$ cat src/design/chain_cfg_pkg.sv
package chain_cfg_pkg;

	// words in one work block
	localparam int WORK_LEN = 8;
	// position of the nonce inside the block
	localparam int NONCE_IDX = 4;
	// reply words kept from each chip
	localparam int RESULT_WORDS = 2;
	// load lines, also the longest chain
	localparam int MAX_CHIPS = 8;

	localparam int WORD_W = 32;
	localparam int CHIP_W = $clog2(MAX_CHIPS);

	// work buffer entries
	localparam int BUF_DEPTH = 16;
	// result queue is kept short so a slow sink stalls the chain early
	localparam int RES_DEPTH = 4;
	localparam int RES_CNT_W = $clog2(RES_DEPTH + 1);

endpackage
$ cat src/design/chain_types_pkg.sv
package chain_types_pkg;

	// host word, last is set on the final word of a block
	typedef struct packed {
		logic                             last;
		logic [chain_cfg_pkg::WORD_W-1:0] data;
	} work_word_t;

	// reply word tagged with the chip it came from
	typedef struct packed {
		logic [chain_cfg_pkg::CHIP_W-1:0] chip;
		logic [chain_cfg_pkg::WORD_W-1:0] data;
	} result_t;

	typedef struct packed {
		// clock cycles per sck half period, at least 1
		logic [7:0]  sck_div;
		// chips in the chain
		logic [3:0]  chip_num;
		// idle cycles after a block
		logic [10:0] gap;
	} link_cfg_t;

	typedef enum logic [2:0] {
		IDLE,
		FILL,
		SEND,
		NEXT,
		GAP
	} seq_state_t;

endpackage

$ cat src/design/chain_top.sv
module chain_top (
	input  logic                                clk,
	input  logic                                rst,
	input  chain_types_pkg::link_cfg_t          cfg,
	output logic                                busy,
	input  logic                                work_valid,
	output logic                                work_ready,
	input  chain_types_pkg::work_word_t         work_data,
	output logic                                res_valid,
	input  logic                                res_ready,
	output chain_types_pkg::result_t            res_data,
	output logic                                sck,
	output logic                                mosi,
	input  logic                                miso,
	output logic [chain_cfg_pkg::MAX_CHIPS-1:0] load
);

	// buffered work toward the sequencer
	logic                                wb_valid;
	logic                                wb_ready;
	chain_types_pkg::work_word_t         wb_data;

	// sequencer to phy
	logic                                tx_valid;
	logic                                tx_ready;
	logic [chain_cfg_pkg::WORD_W-1:0]    tx_data;
	logic                                rx_valid;
	logic [chain_cfg_pkg::WORD_W-1:0]    rx_data;

	// sequencer to result queue
	logic                                sq_res_valid;
	logic                                sq_res_ready;
	chain_types_pkg::result_t            sq_res_data;
	logic [chain_cfg_pkg::RES_CNT_W-1:0] res_free;

	work_buffer #(
		.DEPTH  (chain_cfg_pkg::BUF_DEPTH),
		.data_t (chain_types_pkg::work_word_t)
	) i_work_buf (
		.clk       (clk),
		.rst       (rst),
		.in_valid  (work_valid),
		.in_ready  (work_ready),
		.in_data   (work_data),
		.out_valid (wb_valid),
		.out_ready (wb_ready),
		.out_data  (wb_data),
		.free      ()
	);

	chain_sequencer i_seq (
		.clk        (clk),
		.rst        (rst),
		.cfg        (cfg),
		.busy       (busy),
		.work_valid (wb_valid),
		.work_ready (wb_ready),
		.work_data  (wb_data),
		.tx_valid   (tx_valid),
		.tx_ready   (tx_ready),
		.tx_data    (tx_data),
		.rx_valid   (rx_valid),
		.rx_data    (rx_data),
		.res_valid  (sq_res_valid),
		.res_ready  (sq_res_ready),
		.res_data   (sq_res_data),
		.res_free   (res_free),
		.load       (load)
	);

	serial_phy i_phy (
		.clk      (clk),
		.rst      (rst),
		.sck_div  (cfg.sck_div),
		.tx_valid (tx_valid),
		.tx_ready (tx_ready),
		.tx_data  (tx_data),
		.rx_valid (rx_valid),
		.rx_data  (rx_data),
		.sck      (sck),
		.mosi     (mosi),
		.miso     (miso)
	);

	work_buffer #(
		.DEPTH  (chain_cfg_pkg::RES_DEPTH),
		.data_t (chain_types_pkg::result_t)
	) i_res_buf (
		.clk       (clk),
		.rst       (rst),
		.in_valid  (sq_res_valid),
		.in_ready  (sq_res_ready),
		.in_data   (sq_res_data),
		.out_valid (res_valid),
		.out_ready (res_ready),
		.out_data  (res_data),
		.free      (res_free)
	);

endmodule

$ cat src/design/chain_sequencer.sv
module chain_sequencer (
	input  logic                                  clk,
	input  logic                                  rst,
	input  chain_types_pkg::link_cfg_t            cfg,
	output logic                                  busy,
	input  logic                                  work_valid,
	output logic                                  work_ready,
	input  chain_types_pkg::work_word_t           work_data,
	output logic                                  tx_valid,
	input  logic                                  tx_ready,
	output logic [chain_cfg_pkg::WORD_W-1:0]      tx_data,
	input  logic                                  rx_valid,
	input  logic [chain_cfg_pkg::WORD_W-1:0]      rx_data,
	output logic                                  res_valid,
	input  logic                                  res_ready,
	output chain_types_pkg::result_t              res_data,
	input  logic [chain_cfg_pkg::RES_CNT_W-1:0]   res_free,
	output logic [chain_cfg_pkg::MAX_CHIPS-1:0]   load
);

	chain_types_pkg::seq_state_t                  state;
	logic [chain_cfg_pkg::WORD_W-1:0]             blk [chain_cfg_pkg::WORK_LEN];
	logic [$clog2(chain_cfg_pkg::WORK_LEN)-1:0]   word_cnt;
	logic [chain_cfg_pkg::CHIP_W-1:0]             chip;
	logic                                         in_flight;
	logic [10:0]                                  gap_cnt;
	logic                                         fill_acc;
	logic                                         tx_acc;
	logic                                         last_word;
	logic                                         last_chip;
	logic                                         start_ok;
	logic                                         keep_reply;
	logic [chain_cfg_pkg::WORD_W-1:0]             nonce_word;

	function automatic logic [31:0] bswap(input logic [31:0] w);
		return {w[7:0], w[15:8], w[23:16], w[31:24]};
	endfunction

	assign busy       = (state != chain_types_pkg::IDLE);
	assign work_ready = (state == chain_types_pkg::FILL);
	assign fill_acc   = work_valid && work_ready;
	assign tx_acc     = tx_valid && tx_ready;
	assign last_word  = (word_cnt == ($bits(word_cnt))'(chain_cfg_pkg::WORK_LEN - 1));
	assign last_chip  = (4'(chip) + 4'd1 == cfg.chip_num);
	assign keep_reply = (word_cnt < ($bits(word_cnt))'(chain_cfg_pkg::RESULT_WORDS));

	// room for every result of a chip, including one still held here
	assign start_ok = (res_free >= chain_cfg_pkg::RES_CNT_W'(chain_cfg_pkg::RESULT_WORDS))
		&& !res_valid;

	// nonce is little endian on the chip side
	assign nonce_word = bswap(bswap(blk[chain_cfg_pkg::NONCE_IDX])
		+ chain_cfg_pkg::WORD_W'(chip));

	assign tx_data  = (word_cnt == chain_cfg_pkg::NONCE_IDX) ? nonce_word : blk[word_cnt];
	assign tx_valid = (state == chain_types_pkg::SEND) && !in_flight
		&& (word_cnt != '0 || start_ok);

	always_ff @(posedge clk) begin
		if (rst) begin
			state     <= chain_types_pkg::IDLE;
			word_cnt  <= '0;
			chip      <= '0;
			in_flight <= 1'b0;
			gap_cnt   <= '0;
			load      <= '1;
		end else begin
			case (state)
				chain_types_pkg::IDLE: begin
					if (work_valid && cfg.chip_num != 4'd0) begin
						state    <= chain_types_pkg::FILL;
						word_cnt <= '0;
					end
				end
				chain_types_pkg::FILL: begin
					if (fill_acc) begin
						word_cnt <= word_cnt + 1'b1;
						if (work_data.last) begin
							state    <= chain_types_pkg::SEND;
							word_cnt <= '0;
							chip     <= '0;
						end
					end
				end
				chain_types_pkg::SEND: begin
					if (tx_acc) begin
						in_flight <= 1'b1;
						// select the chip together with its first word
						if (word_cnt == '0)
							load <= ~(chain_cfg_pkg::MAX_CHIPS'(1) << chip);
					end
					if (rx_valid) begin
						in_flight <= 1'b0;
						if (last_word) begin
							word_cnt <= '0;
							state    <= chain_types_pkg::NEXT;
						end else begin
							word_cnt <= word_cnt + 1'b1;
						end
					end
				end
				chain_types_pkg::NEXT: begin
					load <= '1;
					if (last_chip) begin
						state   <= chain_types_pkg::GAP;
						gap_cnt <= cfg.gap;
						chip    <= '0;
					end else begin
						state <= chain_types_pkg::SEND;
						chip  <= chip + 1'b1;
					end
				end
				chain_types_pkg::GAP: begin
					if (gap_cnt == '0)
						state <= chain_types_pkg::IDLE;
					else
						gap_cnt <= gap_cnt - 11'd1;
				end
				default: state <= chain_types_pkg::IDLE;
			endcase
		end
	end

	always_ff @(posedge clk) begin
		if (fill_acc)
			blk[word_cnt] <= work_data.data;
	end

	// result holding register, first replies of each chip only
	always_ff @(posedge clk) begin
		if (rst)
			res_valid <= 1'b0;
		else if (state == chain_types_pkg::SEND && rx_valid && keep_reply)
			res_valid <= 1'b1;
		else if (res_ready)
			res_valid <= 1'b0;
	end

	always_ff @(posedge clk) begin
		if (state == chain_types_pkg::SEND && rx_valid && keep_reply) begin
			res_data.chip <= chip;
			res_data.data <= rx_data;
		end
	end

endmodule

$ cat src/design/serial_phy.sv
module serial_phy (
	input  logic        clk,
	input  logic        rst,
	input  logic [7:0]  sck_div,
	input  logic        tx_valid,
	output logic        tx_ready,
	input  logic [31:0] tx_data,
	output logic        rx_valid,
	output logic [31:0] rx_data,
	output logic        sck,
	output logic        mosi,
	input  logic        miso
);

	logic        busy;
	logic        ending;
	logic [7:0]  div_cnt;
	logic [4:0]  bit_cnt;
	logic [31:0] shreg;
	logic        tick;
	logic        start;

	assign tx_ready = !busy;
	assign start    = tx_valid && tx_ready;
	assign rx_data  = shreg;

	// one sck half period has elapsed
	assign tick = busy && !ending && (div_cnt == sck_div - 8'd1);

	always_ff @(posedge clk) begin
		if (rst) begin
			busy     <= 1'b0;
			ending   <= 1'b0;
			rx_valid <= 1'b0;
			sck      <= 1'b0;
			mosi     <= 1'b0;
			div_cnt  <= '0;
			bit_cnt  <= '0;
		end else begin
			rx_valid <= 1'b0;
			if (start) begin
				busy    <= 1'b1;
				div_cnt <= '0;
				bit_cnt <= '0;
				// msb is on the line before the first rising edge
				mosi    <= tx_data[31];
			end else if (ending) begin
				ending   <= 1'b0;
				busy     <= 1'b0;
				rx_valid <= 1'b1;
			end else if (busy) begin
				if (tick) begin
					div_cnt <= '0;
					sck     <= !sck;
					// falling edge, move on to the next bit
					if (sck) begin
						bit_cnt <= bit_cnt + 5'd1;
						if (bit_cnt == 5'd31) begin
							ending <= 1'b1;
							mosi   <= 1'b0;
						end else begin
							mosi <= shreg[31];
						end
					end
				end else begin
					div_cnt <= div_cnt + 8'd1;
				end
			end
		end
	end

	// tx bits leave at the top while miso bits enter at the bottom
	always_ff @(posedge clk) begin
		if (start)
			shreg <= tx_data;
		else if (tick && !sck)
			shreg <= {shreg[30:0], miso};
	end

endmodule

$ cat src/design/work_buffer.sv
module work_buffer #(
	parameter int  DEPTH  = chain_cfg_pkg::BUF_DEPTH,
	parameter type data_t = chain_types_pkg::work_word_t
) (
	input  logic                       clk,
	input  logic                       rst,
	input  logic                       in_valid,
	output logic                       in_ready,
	input  data_t                      in_data,
	output logic                       out_valid,
	input  logic                       out_ready,
	output data_t                      out_data,
	output logic [$clog2(DEPTH+1)-1:0] free
);

	localparam int PTR_W = $clog2(DEPTH);
	localparam int CNT_W = $clog2(DEPTH + 1);

	data_t            mem [DEPTH];
	logic [PTR_W-1:0] wr_ptr;
	logic [PTR_W-1:0] rd_ptr;
	logic [CNT_W-1:0] count;
	logic             push;
	logic             pop;

	// wrap at DEPTH so sizes that are not a power of two also work
	function automatic logic [PTR_W-1:0] bump(input logic [PTR_W-1:0] p);
		return (p == PTR_W'(DEPTH - 1)) ? '0 : p + 1'b1;
	endfunction

	assign push      = in_valid && in_ready;
	assign pop       = out_valid && out_ready;
	assign in_ready  = (count != CNT_W'(DEPTH));
	assign out_valid = (count != '0);
	assign out_data  = mem[rd_ptr];
	assign free      = CNT_W'(DEPTH) - count;

	always_ff @(posedge clk) begin
		if (rst) begin
			wr_ptr <= '0;
			rd_ptr <= '0;
			count  <= '0;
		end else begin
			if (push)
				wr_ptr <= bump(wr_ptr);
			if (pop)
				rd_ptr <= bump(rd_ptr);
			case ({push, pop})
				2'b10:   count <= count + 1'b1;
				2'b01:   count <= count - 1'b1;
				default: count <= count;
			endcase
		end
	end

	always_ff @(posedge clk) begin
		if (push)
			mem[wr_ptr] <= in_data;
	end

endmodule

$ cat config.mk
export PLATFORM = sky130hd
export DESIGN_NAME = chain_top
export DESIGN_NICKNAME = d
export VERILOG_FILES = /design/src/design/chain_cfg_pkg.sv /design/src/design/chain_types_pkg.sv /design/src/design/chain_top.sv /design/src/design/chain_sequencer.sv /design/src/design/serial_phy.sv /design/src/design/work_buffer.sv
export SDC_FILE = /design/constraint.sdc
export NUM_CORES = 1
export LEC_CHECK = 0
export BUFFER_PORTS_ARGS = -buffer_cell sky130_fd_sc_hd__buf_2
export CORE_MARGIN = 1.5
export CORE_UTILIZATION = 39
export DETAILED_ROUTE_END_ITERATION = 7
export GPL_TIMING_DRIVEN = 0
export PLACE_DENSITY = 0.55
export SYNTH_ARGS = -nofsm -noshare
export SYNTH_HDL_FRONTEND = slang
export SYNTH_SLANG_ARGS = --single-unit
$ cat constraint.sdc
create_clock -name clk -period 7.8 [get_ports clk]
set_input_delay 1.56 -clock clk [delete_from_list [all_inputs] [get_ports clk]]
set_output_delay 1.56 -clock clk [all_outputs]
set_load 0.03 [all_outputs]
==> metrics.cfg, run 1 <==
[run_status]
status=finished, final reports clean

[synth]
synthAdderAreaFrac=0.0122
syn_inst=2106
ys_ff_latch=1068
async_reset_ff_frac=0
yosysSeqAreaShare=0.747
yosys.area_share.simple=0.0384
synthXorXnorAreaFrac=0.0113
synthMuxAreaShare=0.151
ys_warn_count=0
synth-main-ff-cell=edfxtp_1
synth.avg_cell_area_um2=19.9
syn-cell-area_mm2=0.0419
synth_compound_area_frac=0.0271
synth_edf_count=991
synth_cell_types=72
syn_nets=2206
synth_top_family_by_area=multiplexers

[cts]
cts_setup_buffers=0
clk_path_buf_depth=3
cts_sinks=1068
worstSkewPairLatency_ps=680
numCtsBuffers=110
postCtsHoldBufs=0
cts_tree=yes
htreeDepth=3
cts_resized=0
path_clk_slew_ps=60
cts-root-buf=clkbuf_16

[layout]
final_nets=2497
regArea_mm2=0.0313
nFillCells=8975
final_cell_area_mm2=0.0487
instances_no_fill=3891
multi_input_area_mm2=0.0102
drive_above_1_share=0.262
synthToLayoutAreaGrowth_pct=16.2

[global_route]
grt_max_degree=33
grt_pass1_vias=21987
grt_use_total=0.174
grt_antenna_before_repair=10
grt_pass1_wl_um=139000
grt_overflow=0

[route]
vias_per_cell=5.32
vias=20717
drt_iter0_drc=1649
wl_per_cell_um=24.1
first_pass_iters=5
drc_errors=0
routed_wl_um=93600
final_antenna_net_count=0

[critical_path]
crit_slowest_cell=buf_1
worstPathMaxFanout=10
slowest_delay_ps=740
crit_chain=clkbuf_1 -> buf_1 -> mux4_2 -> buf_2
worstSetupPathType=reg -> out
required_ps=6240
critPathArrivalTime_ps=3090
crit_path_start_kind=flop
end_kind=output port

[floorplan]
die_x_um=331
num_rows=120
pin_count=109
start_util=0.392
core_area_mm2=0.107
dieArea_mm2=0.109
fp.dieH_um=331

[sta]
slew_viol_final=0
holdWs_ps=455
fin_crit_sh=0.596
setup_ws_ps=3150
rsz0062_at_grt=false
max_freq_ghz=0.215
fin_worst_skew_ps=28.9
tightest_slew_ps=1330
finalWorstPathRequiredPeriod_ps=4650
setup-violations-final=0
slew_headroom=0.111
finalSetupTns_ps=0
hold_viol=0

[pwr]
p_leak_nw=15.2
p_per_area_mw_per_mm2=266
peakVddDrop_mv=0.185

[placement]
place_worst_setup_slack_ps=3050
gp_congestion=0.768
dp.cells=3688
port_buffers=108
dp_hpwl_um=64300
place_area_mm2=0.0453

[run]
cap_violations=0

[hold_path]
min-delay-path-class=reg -> reg

cells in the final DEF, fill, tap and decap left out, types with 17 or more instances in the layout:
cell / instances
a21oi_1: 76
buf_1: 20
buf_2: 123
buf_6: 37
clkbuf_1: 95
clkbuf_16: 112
clkinv_1: 26
dfxtp_1: 77
edfxtp_1: 991
ha_1: 36
inv_1: 35
mux2i_1: 34
mux4_2: 263
nand2_1: 89
nand3_1: 23
nor2_1: 74
nor3_1: 17
o21ai_0: 44
xnor2_1: 28
xor2_1: 26
report_power, final:
part	internal [mW]	total [mW]	switching, mW
clock	2.79	4.89	2.11
sequential	6.53	6.59	0.0581
combinational	0.598	1.47	0.871
total	9.92	13.0	3.03
metrics by stage:
stage           util  total power, mW
3_5_place_dp   0.424             8.21
2_1_floorplan      -             7.67
3_3_place_gp   0.414             8.15
4_1_cts        0.456             13.1
5_1_grt        0.456             13.4
6_report       0.456             13.0
worst max-delay path, delay by kind of cell (launching register included):
| kind | cells | cell delay [ps] |
|---|---|---|
| buf+inv | 3 | 1470 |
| mux | 1 | 640 |
| flops | 1 | 310 |
cell type report:
class,instances,share of cell area
clock buffer,143,0.0600
sequential,1068,0.643
multi-input combinational,903,0.210
buffer,100,0.00825
antenna,2,0.000103
inverter,35,0.00270
tap,1403,0.0361
clock inverter,58,0.00879
timing repair buffer,179,0.0309
final timing paths:
| check | startpoint | end | slack [ps] | cells after the start |
|---|---|---|---|---|
| max | flop | res_data[7] | 3150 | 4 |
| min | i_phy.rx_data[24]$_DFFE_PP_ | i_seq.res_data[24]$_DFFE_PP_ | 450 | 0 |
| max reg2reg | i_seq.word_cnt[1]$_SDFFE_PP0P_ | i_phy.rx_data[6]$_DFFE_PP_ | 3310 | 8 |
| min reg2reg | i_phy.rx_data[24]$_DFFE_PP_ | i_seq.res_data[24]$_DFFE_PP_ | 450 | 0 |
registers in the layout, summed over array words and instances, names as in the netlist, 2 cells and up, named ones only:
register / flops
i_work_buf.count: 5
i_res_buf.wr_ptr: 2
i_work_buf.mem: 528
i_res_buf.mem: 140
i_seq.load: 8
i_phy.bit_cnt: 5
i_seq.word_cnt: 3
i_work_buf.wr_ptr: 4
i_phy.div_cnt: 8
i_res_buf.rd_ptr: 2
i_seq.state: 3
i_seq.res_data: 35
i_seq.gap_cnt: 11
i_work_buf.rd_ptr: 4
i_seq.chip: 3
i_res_buf.count: 3
i_phy.rx_data: 32
i_seq.blk: 256
cells in the mapped netlist (4+ instances only):
cell | n | share of area
or2_2 | 5 | 0.00075
nor3b_1 | 4 | 0.00072
dfxtp_1 | 77 | 0.037
a21o_1 | 6 | 0.0011
nor3_1 | 26 | 0.0031
nand3b_1 | 6 | 0.0011
nand2_1 | 89 | 0.0080
nor2b_1 | 10 | 0.0015
a21oi_1 | 76 | 0.0091
o21bai_1 | 4 | 0.00072
o21ai_0 | 44 | 0.0053
and3_1 | 7 | 0.0010
inv_1 | 35 | 0.0031
nand3_1 | 23 | 0.0027
and2_1 | 8 | 0.0012
xnor2_1 | 28 | 0.0059
o211ai_1 | 8 | 0.0014
mux2i_1 | 34 | 0.0081
buf_1 | 20 | 0.0018
o221ai_1 | 4 | 0.00084
nand4_1 | 16 | 0.0024
buf_2 | 15 | 0.0018
or3_1 | 7 | 0.0010
and4_1 | 5 | 0.0010
nor2_1 | 87 | 0.0078
ha_1 | 36 | 0.011
or4_1 | 4 | 0.00072
nor4_1 | 10 | 0.0015
clkbuf_1 | 64 | 0.0057
mux4_2 | 263 | 0.14
edfxtp_1 | 991 | 0.71
xor2_1 | 26 | 0.0054
nand2b_1 | 8 | 0.0012
logic make-up (layout without fill, tap and decap cells):
kind of cell / Yosys count / in the layout
flops: 1068 / 1068
simple gates: 325 / 325
mux: 302 / 302
compound gates: 183 / 183
buf+inv: 135 / 515
xor+xnor: 54 / 54
fa+ha+maj: 39 / 39
other cells: 0 / 2
metal layers:
layer  GRT usage  routed length, um
met5           0                 48
met4      0.0458               2160
met3      0.0278               4050
met2       0.309              48500
met1       0.222              38900
Power figures use the tool's default switching activity.
==> inputs of run 2 (changes only) <==
Settings changed: ABC_AREA from default to 1.
Clock period 7.8 ns to 4.9 ns, I/O delays scaled along.
==> run 2 against run 1 <==
  * Routed wire length is 29% higher
  * Combinational power grew to 3.9 times the previous value
  * Non-clock buffer count rose by 49
  * Sequential share of layout area shrank 2.2 points
  * Register-to-register slack worse by 1800 ps
  * Synthesized cell count is 61% higher
  * Critical endpoint is now res_data[23]
==> metrics.cfg, run 2 <==
[floorplan]
start_util=0.393
die_x_um=337
core_area_mm2=0.111
dieArea_mm2=0.114
num_rows=122
pin_count=109
fp.dieH_um=337

[synth]
synth_area_leaders=edfxtp_1 68%, o21ai_0 4.7%, dfxtp_1 3.5%
synthTopCellsByCount=991 x edfxtp_1, 406 x o21ai_0, 336 x nor2_1
syn-cell-area_mm2=0.0436
async_reset_ff_frac=0
ys_warn_count=0
syn_nets=3493
synth_area_leader_cell=edfxtp_1
synth.avg_cell_area_um2=12.8
yosysTopAreaCellShare=0.683
yosysSeqAreaShare=0.718
synth_cell_types=46
synth_edf_count=991
ys_ff_latch=1068
syn_inst=3393
synth-main-ff-cell=edfxtp_1
yosysMostFrequentCell=edfxtp_1

[critical_path]
cp_num_buf_inv=4
crit_slowest_cell=clkbuf_1
crit_path_start_kind=flop
path_common_cell=clkbuf_1
crit_chain=clkbuf_1 -> clkinv_1 -> clkbuf_1 -> o21ai_0 -> o22ai_1 -> buf_2
slowest_delay_ps=420
required_ps=3920
worstPathMaxFanout=10
critPathArrivalTime_ps=2770
end_kind=output port
worstSetupPathType=reg -> out
critical-path-top-delay-family=buffers and inverters

[layout]
drive_above_1_share=0.106
regMostFlops=i_work_buf.mem
final_cell_area_mm2=0.0504
final_util=0.455
instances_no_fill=5232
multi_input_area_mm2=0.0106
final_cell_mix=991 x edfxtp_1, 405 x o21ai_0, 311 x nor2_1
nFillCells=10012
synthToLayoutAreaGrowth_pct=15.7
regArea_mm2=0.0313
final_nets=3750
reg_top3=i_work_buf.mem x528, i_seq.blk x256, i_res_buf.mem x140
largest_reg_flops=528
layout_commonest_cell=edfxtp_1

[sta]
setup-violations-final=0
tightest_slew_ps=946
slew_headroom=0.368
slew_viol_final=0
fin_crit_sh=0.766
rsz0062_at_grt=false
hold_viol=0
max_freq_ghz=0.267
finalWorstPathRequiredPeriod_ps=3750
fin_worst_skew_ps=26.0
setup_ws_ps=1150
finalSetupTns_ps=0

[global_route]
grt_use_total=0.212
grt_antenna_before_repair=10
grt_overflow=0
grt_pass1_vias=27285
grt_max_degree=36
grt_pass1_wl_um=178000

[placement]
dp.cells=5025
gp_congestion=0.873
dp_hpwl_um=82800
place_area_mm2=0.0469
port_buffers=108
place_worst_setup_slack_ps=1480

[route]
vias_per_cell=5.33
drt_iter0_drc=2584
first_pass_iters=6
routed_wl_um=121000
drc_errors=0
final_antenna_net_count=0
vias=27907
wl_per_cell_um=23.1

[cts]
htreeDepth=3
cts_tree=yes
cts_setup_buffers=0
path_clk_slew_ps=60
clk_path_buf_depth=3
numCtsBuffers=110
worstSkewPairLatency_ps=690
postCtsHoldBufs=0
cts-root-buf=clkbuf_16
cts_resized=0
cts_sinks=1068

[pwr]
combPwrFrac=0.230
p_leak_nw=17.0
clockPowerShare=0.327
p_per_area_mw_per_mm2=496
seq_power_share=0.442
p_int_mw=17.1
netSwitchingFraction=0.315
power.switching_mw=7.88
peakVddDrop_mv=0.307

[hold_path]
min-delay-path-class=reg -> reg

[run_status]
status=finished, final reports clean

[run]
cap_violations=0

run 2: metal layers:
metal,vias up,track usage,wire (um)
li1,12958,-,-
met1,13786,0.274,50300
met2,923,0.368,60100
met3,230,0.0295,7050
met4,10,0.0673,3530
met5,-,0,63
run 2: area by class of cell:
cell class / count / area share
diodes: 3 / 0.000149
plain buffers: 183 / 0.0160
clock buffers: 145 / 0.0580
clock inverters: 58 / 0.0109
inverters: 280 / 0.0208
multi-input cells: 1862 / 0.211
flip-flops and latches: 1068 / 0.621
well taps: 1488 / 0.0369
repair buffers: 145 / 0.0252
run 2: worst reg2reg max path, cell delays in order (launching register included):
cell	delay (ps)
dfxtp_1	290
buf_2	190
inv_1	220
buf_2	370
buf_2	430
clkbuf_1	750
o211ai_1	210
nand3_1	180
nand2_1	380
run 2: kinds of logic (layout without fill, tap and decap cells):
family,Yosys count,count (layout),synth area share
flops,1068,1068,0.718
xor+xnor,33,33,0.00663
compound gates,911,911,0.120
other cells,0,3,0
buf+inv,463,811,0.0427
simple gates,751,751,0.0713
mux,128,128,0.0294
fa+ha+maj,39,39,0.0117
run 2: final timing paths:
path	from	to	slack [ps]	depth (start not counted)
worst max-delay path	flop	res_data[23]	1150	6
worst min-delay path	i_phy.rx_data[31]$_DFFE_PP_	i_seq.res_data[31]$_DFFE_PP_	450	0
worst min register to register	i_phy.rx_data[31]$_DFFE_PP_	i_seq.res_data[31]$_DFFE_PP_	450	0
worst max register to register	flop	i_seq.blk[4][27]$_DFFE_PP_	1470	8
run 2: through the flow:
step | hold WS [ps] | power, mW
floorplan | 423 | 14.5
global placement | 434 | 16.9
detailed placement | 435 | 17.0
CTS | 452 | 25.1
global route | 473 | 25.9
finish | 450 | 25.0
run 2: power by group through the flow:
stage          Sequential, mW  Clock, mW  Combinational (mW)
2_1_floorplan            11.2          0                3.30
3_3_place_gp             11.3          0                5.58
3_5_place_dp             11.2          0                5.72
4_1_cts                  11.1       8.30                5.74
5_1_grt                  11.1       8.61                6.22
6_report                 11.1       8.18                5.75
==> inputs of run 3 (changes only) <==
Clock period 4.9 ns to 3.8 ns, I/O delays scaled along.
==> run 3 against run 2 <==
  * Clock skew increased by 0.76 ps
  * First-iteration DRC count decreased by 3.6%
  * Die area unchanged
  * Routed wire length down 1.2%
  * Sequential share of layout area is 0.075 points lower
  * Flip-flop and latch count unchanged
  * Non-clock buffer count is 1 lower
  * Sequential power is 29% higher
  * Register-to-register slack worse by 1000 ps
==> metrics.cfg, run 3 (synthesized netlist as in run 2, its figures left out) <==
[cts]
cts_resized=0
cts_sinks=1068
cts_tree=yes
numCtsBuffers=110
cts_setup_buffers=0
cts-root-buf=clkbuf_16
postCtsHoldBufs=0
htreeDepth=3
path_clk_slew_ps=60
worstSkewPairLatency_ps=680
clk_path_buf_depth=3

[critical_path]
crit_path_start_kind=flop
worstPathMaxFanout=10
crit_slowest_cell=clkbuf_1
crit_chain=clkbuf_1 -> clkinv_1 -> clkbuf_1 -> o21ai_0 -> o22ai_1 -> buf_2
slowest_delay_ps=450
critPathArrivalTime_ps=2810
r2r_cells=8
end_kind=output port
worstSetupPathType=reg -> out
path_common_cell=clkbuf_1
rrSetupSlack_ps=460
required_ps=3040

[pwr]
clockPowerShare=0.331
combPwrFrac=0.227
p_leak_nw=17.0
netSwitchingFraction=0.312
finalPower_mw=32.3
p_int_mw=22.2
power.switching_mw=10.1
seq_power_share=0.442
p_per_area_mw_per_mm2=640
peakVddDrop_mv=0.449

[layout]
final_cell_mix=991 x edfxtp_1, 405 x o21ai_0, 311 x nor2_1
final_nets=3749
final_cell_area_mm2=0.0505
regArea_mm2=0.0313
largest_reg_flops=528
multi_input_area_mm2=0.0106
final_util=0.456
nFillCells=10132
synthToLayoutAreaGrowth_pct=15.8
reg_top3=i_work_buf.mem x528, i_seq.blk x256, i_res_buf.mem x140
layout_commonest_cell=edfxtp_1
drive_above_1_share=0.108
regMostFlops=i_work_buf.mem
instances_no_fill=5228

[floorplan]
core_area_mm2=0.111
die_x_um=337
pin_count=109
fp.dieH_um=337
start_util=0.393
num_rows=122
dieArea_mm2=0.114

[global_route]
top_usage_layer=met2
grt_antenna_before_repair=10
grt_pass1_vias=26767
grt_use_met3=0.0330
grt_max_degree=36
grt_pass1_wl_um=175000
grt_use_total=0.208
use_met2=0.365
use_met1=0.264
grt_overflow=0

[sta]
fin_worst_skew_ps=26.8
tightest_slew_ps=975
fin_crit_sh=0.938
hold_viol=0
setup_ws_ps=235
slew_viol_final=0
setup-violations-final=0
max_freq_ghz=0.281
finalSetupTns_ps=0
holdWs_ps=358
rsz0062_at_grt=false
slew_headroom=0.350
finalWorstPathRequiredPeriod_ps=3570

[hold_path]
min-delay-path-class=in -> reg
hold_depth=3

[route]
final_antenna_net_count=0
drt_iter0_drc=2491
routed_wl_um=120000
first_pass_iters=5
wl_per_cell_um=22.9
drc_errors=0
vias=27683
vias_per_cell=5.30

[run_status]
status=finished, final reports clean

[placement]
gp_congestion=0.892
dp_hpwl_um=81900
place_area_mm2=0.0469
port_buffers=108
place_worst_setup_slack_ps=509
dp.cells=5024

[run]
cap_violations=0

==> run 3: cell types whose count changed in the layout (fill, tap and decap cells not counted), moves of 2 or more <==
| cell | previous run | this run |
|---|---|---|
| buf_12 | 17 | 19 |
| buf_16 | 10 | 8 |
| buf_6 | 14 | 10 |
| buf_8 | 0 | 3 |
| bufinv_16 | 10 | 12 |
| clkbuf_1 | 150 | 136 |
| clkinv_1 | 23 | 32 |
| clkinv_2 | 21 | 24 |
| diode_2 | 3 | 1 |
==> run 3: path summary, 6_finish.rpt <==
check	end	start
min	i_seq.gap_cnt[9]$_SDFFE_PP0P_	cfg[9]
min reg2reg	i_seq.res_data[31]$_DFFE_PP_	i_phy.rx_data[31]$_DFFE_PP_
max reg2reg	i_seq.blk[7][14]$_DFFE_PP_	flop
max	res_data[19]	flop
==> run 3: area by class of cell <==
class | count | area share
plain buffers | 183 | 0.0160
repair buffers | 144 | 0.0248
flip-flops and latches | 1068 | 0.620
diodes | 1 | 0.0000496
well taps | 1488 | 0.0369
inverters | 280 | 0.0208
multi-input cells | 1862 | 0.211
clock buffers | 132 | 0.0574
clock inverters | 70 | 0.0130
==> run 3: critical path, delay by kind of cell, from the launching register on <==
family	cells	cell delay (ps)
DFF	1	300
buffers and inverters	4	1420
AOI/OAI and AO/OA	2	410
==> run 3: power by group through the flow <==
stage	clock network [mW]	logic, mW	registers [mW]
floorplan	0	4.25	14.5
finish	10.7	7.33	14.3
global placement	0	7.15	14.5
CTS	10.8	7.32	14.3
detailed placement	0	7.30	14.5
global route	11.3	7.92	14.3
==> run 3: layer usage <==
| layer | wire length (um) | vias to the layer above |
|---|---|---|
| li1 | - | 12955 |
| met1 | 49700 | 13643 |
| met2 | 59800 | 865 |
| met3 | 6690 | 206 |
| met4 | 3300 | 14 |
| met5 | 83 | - |
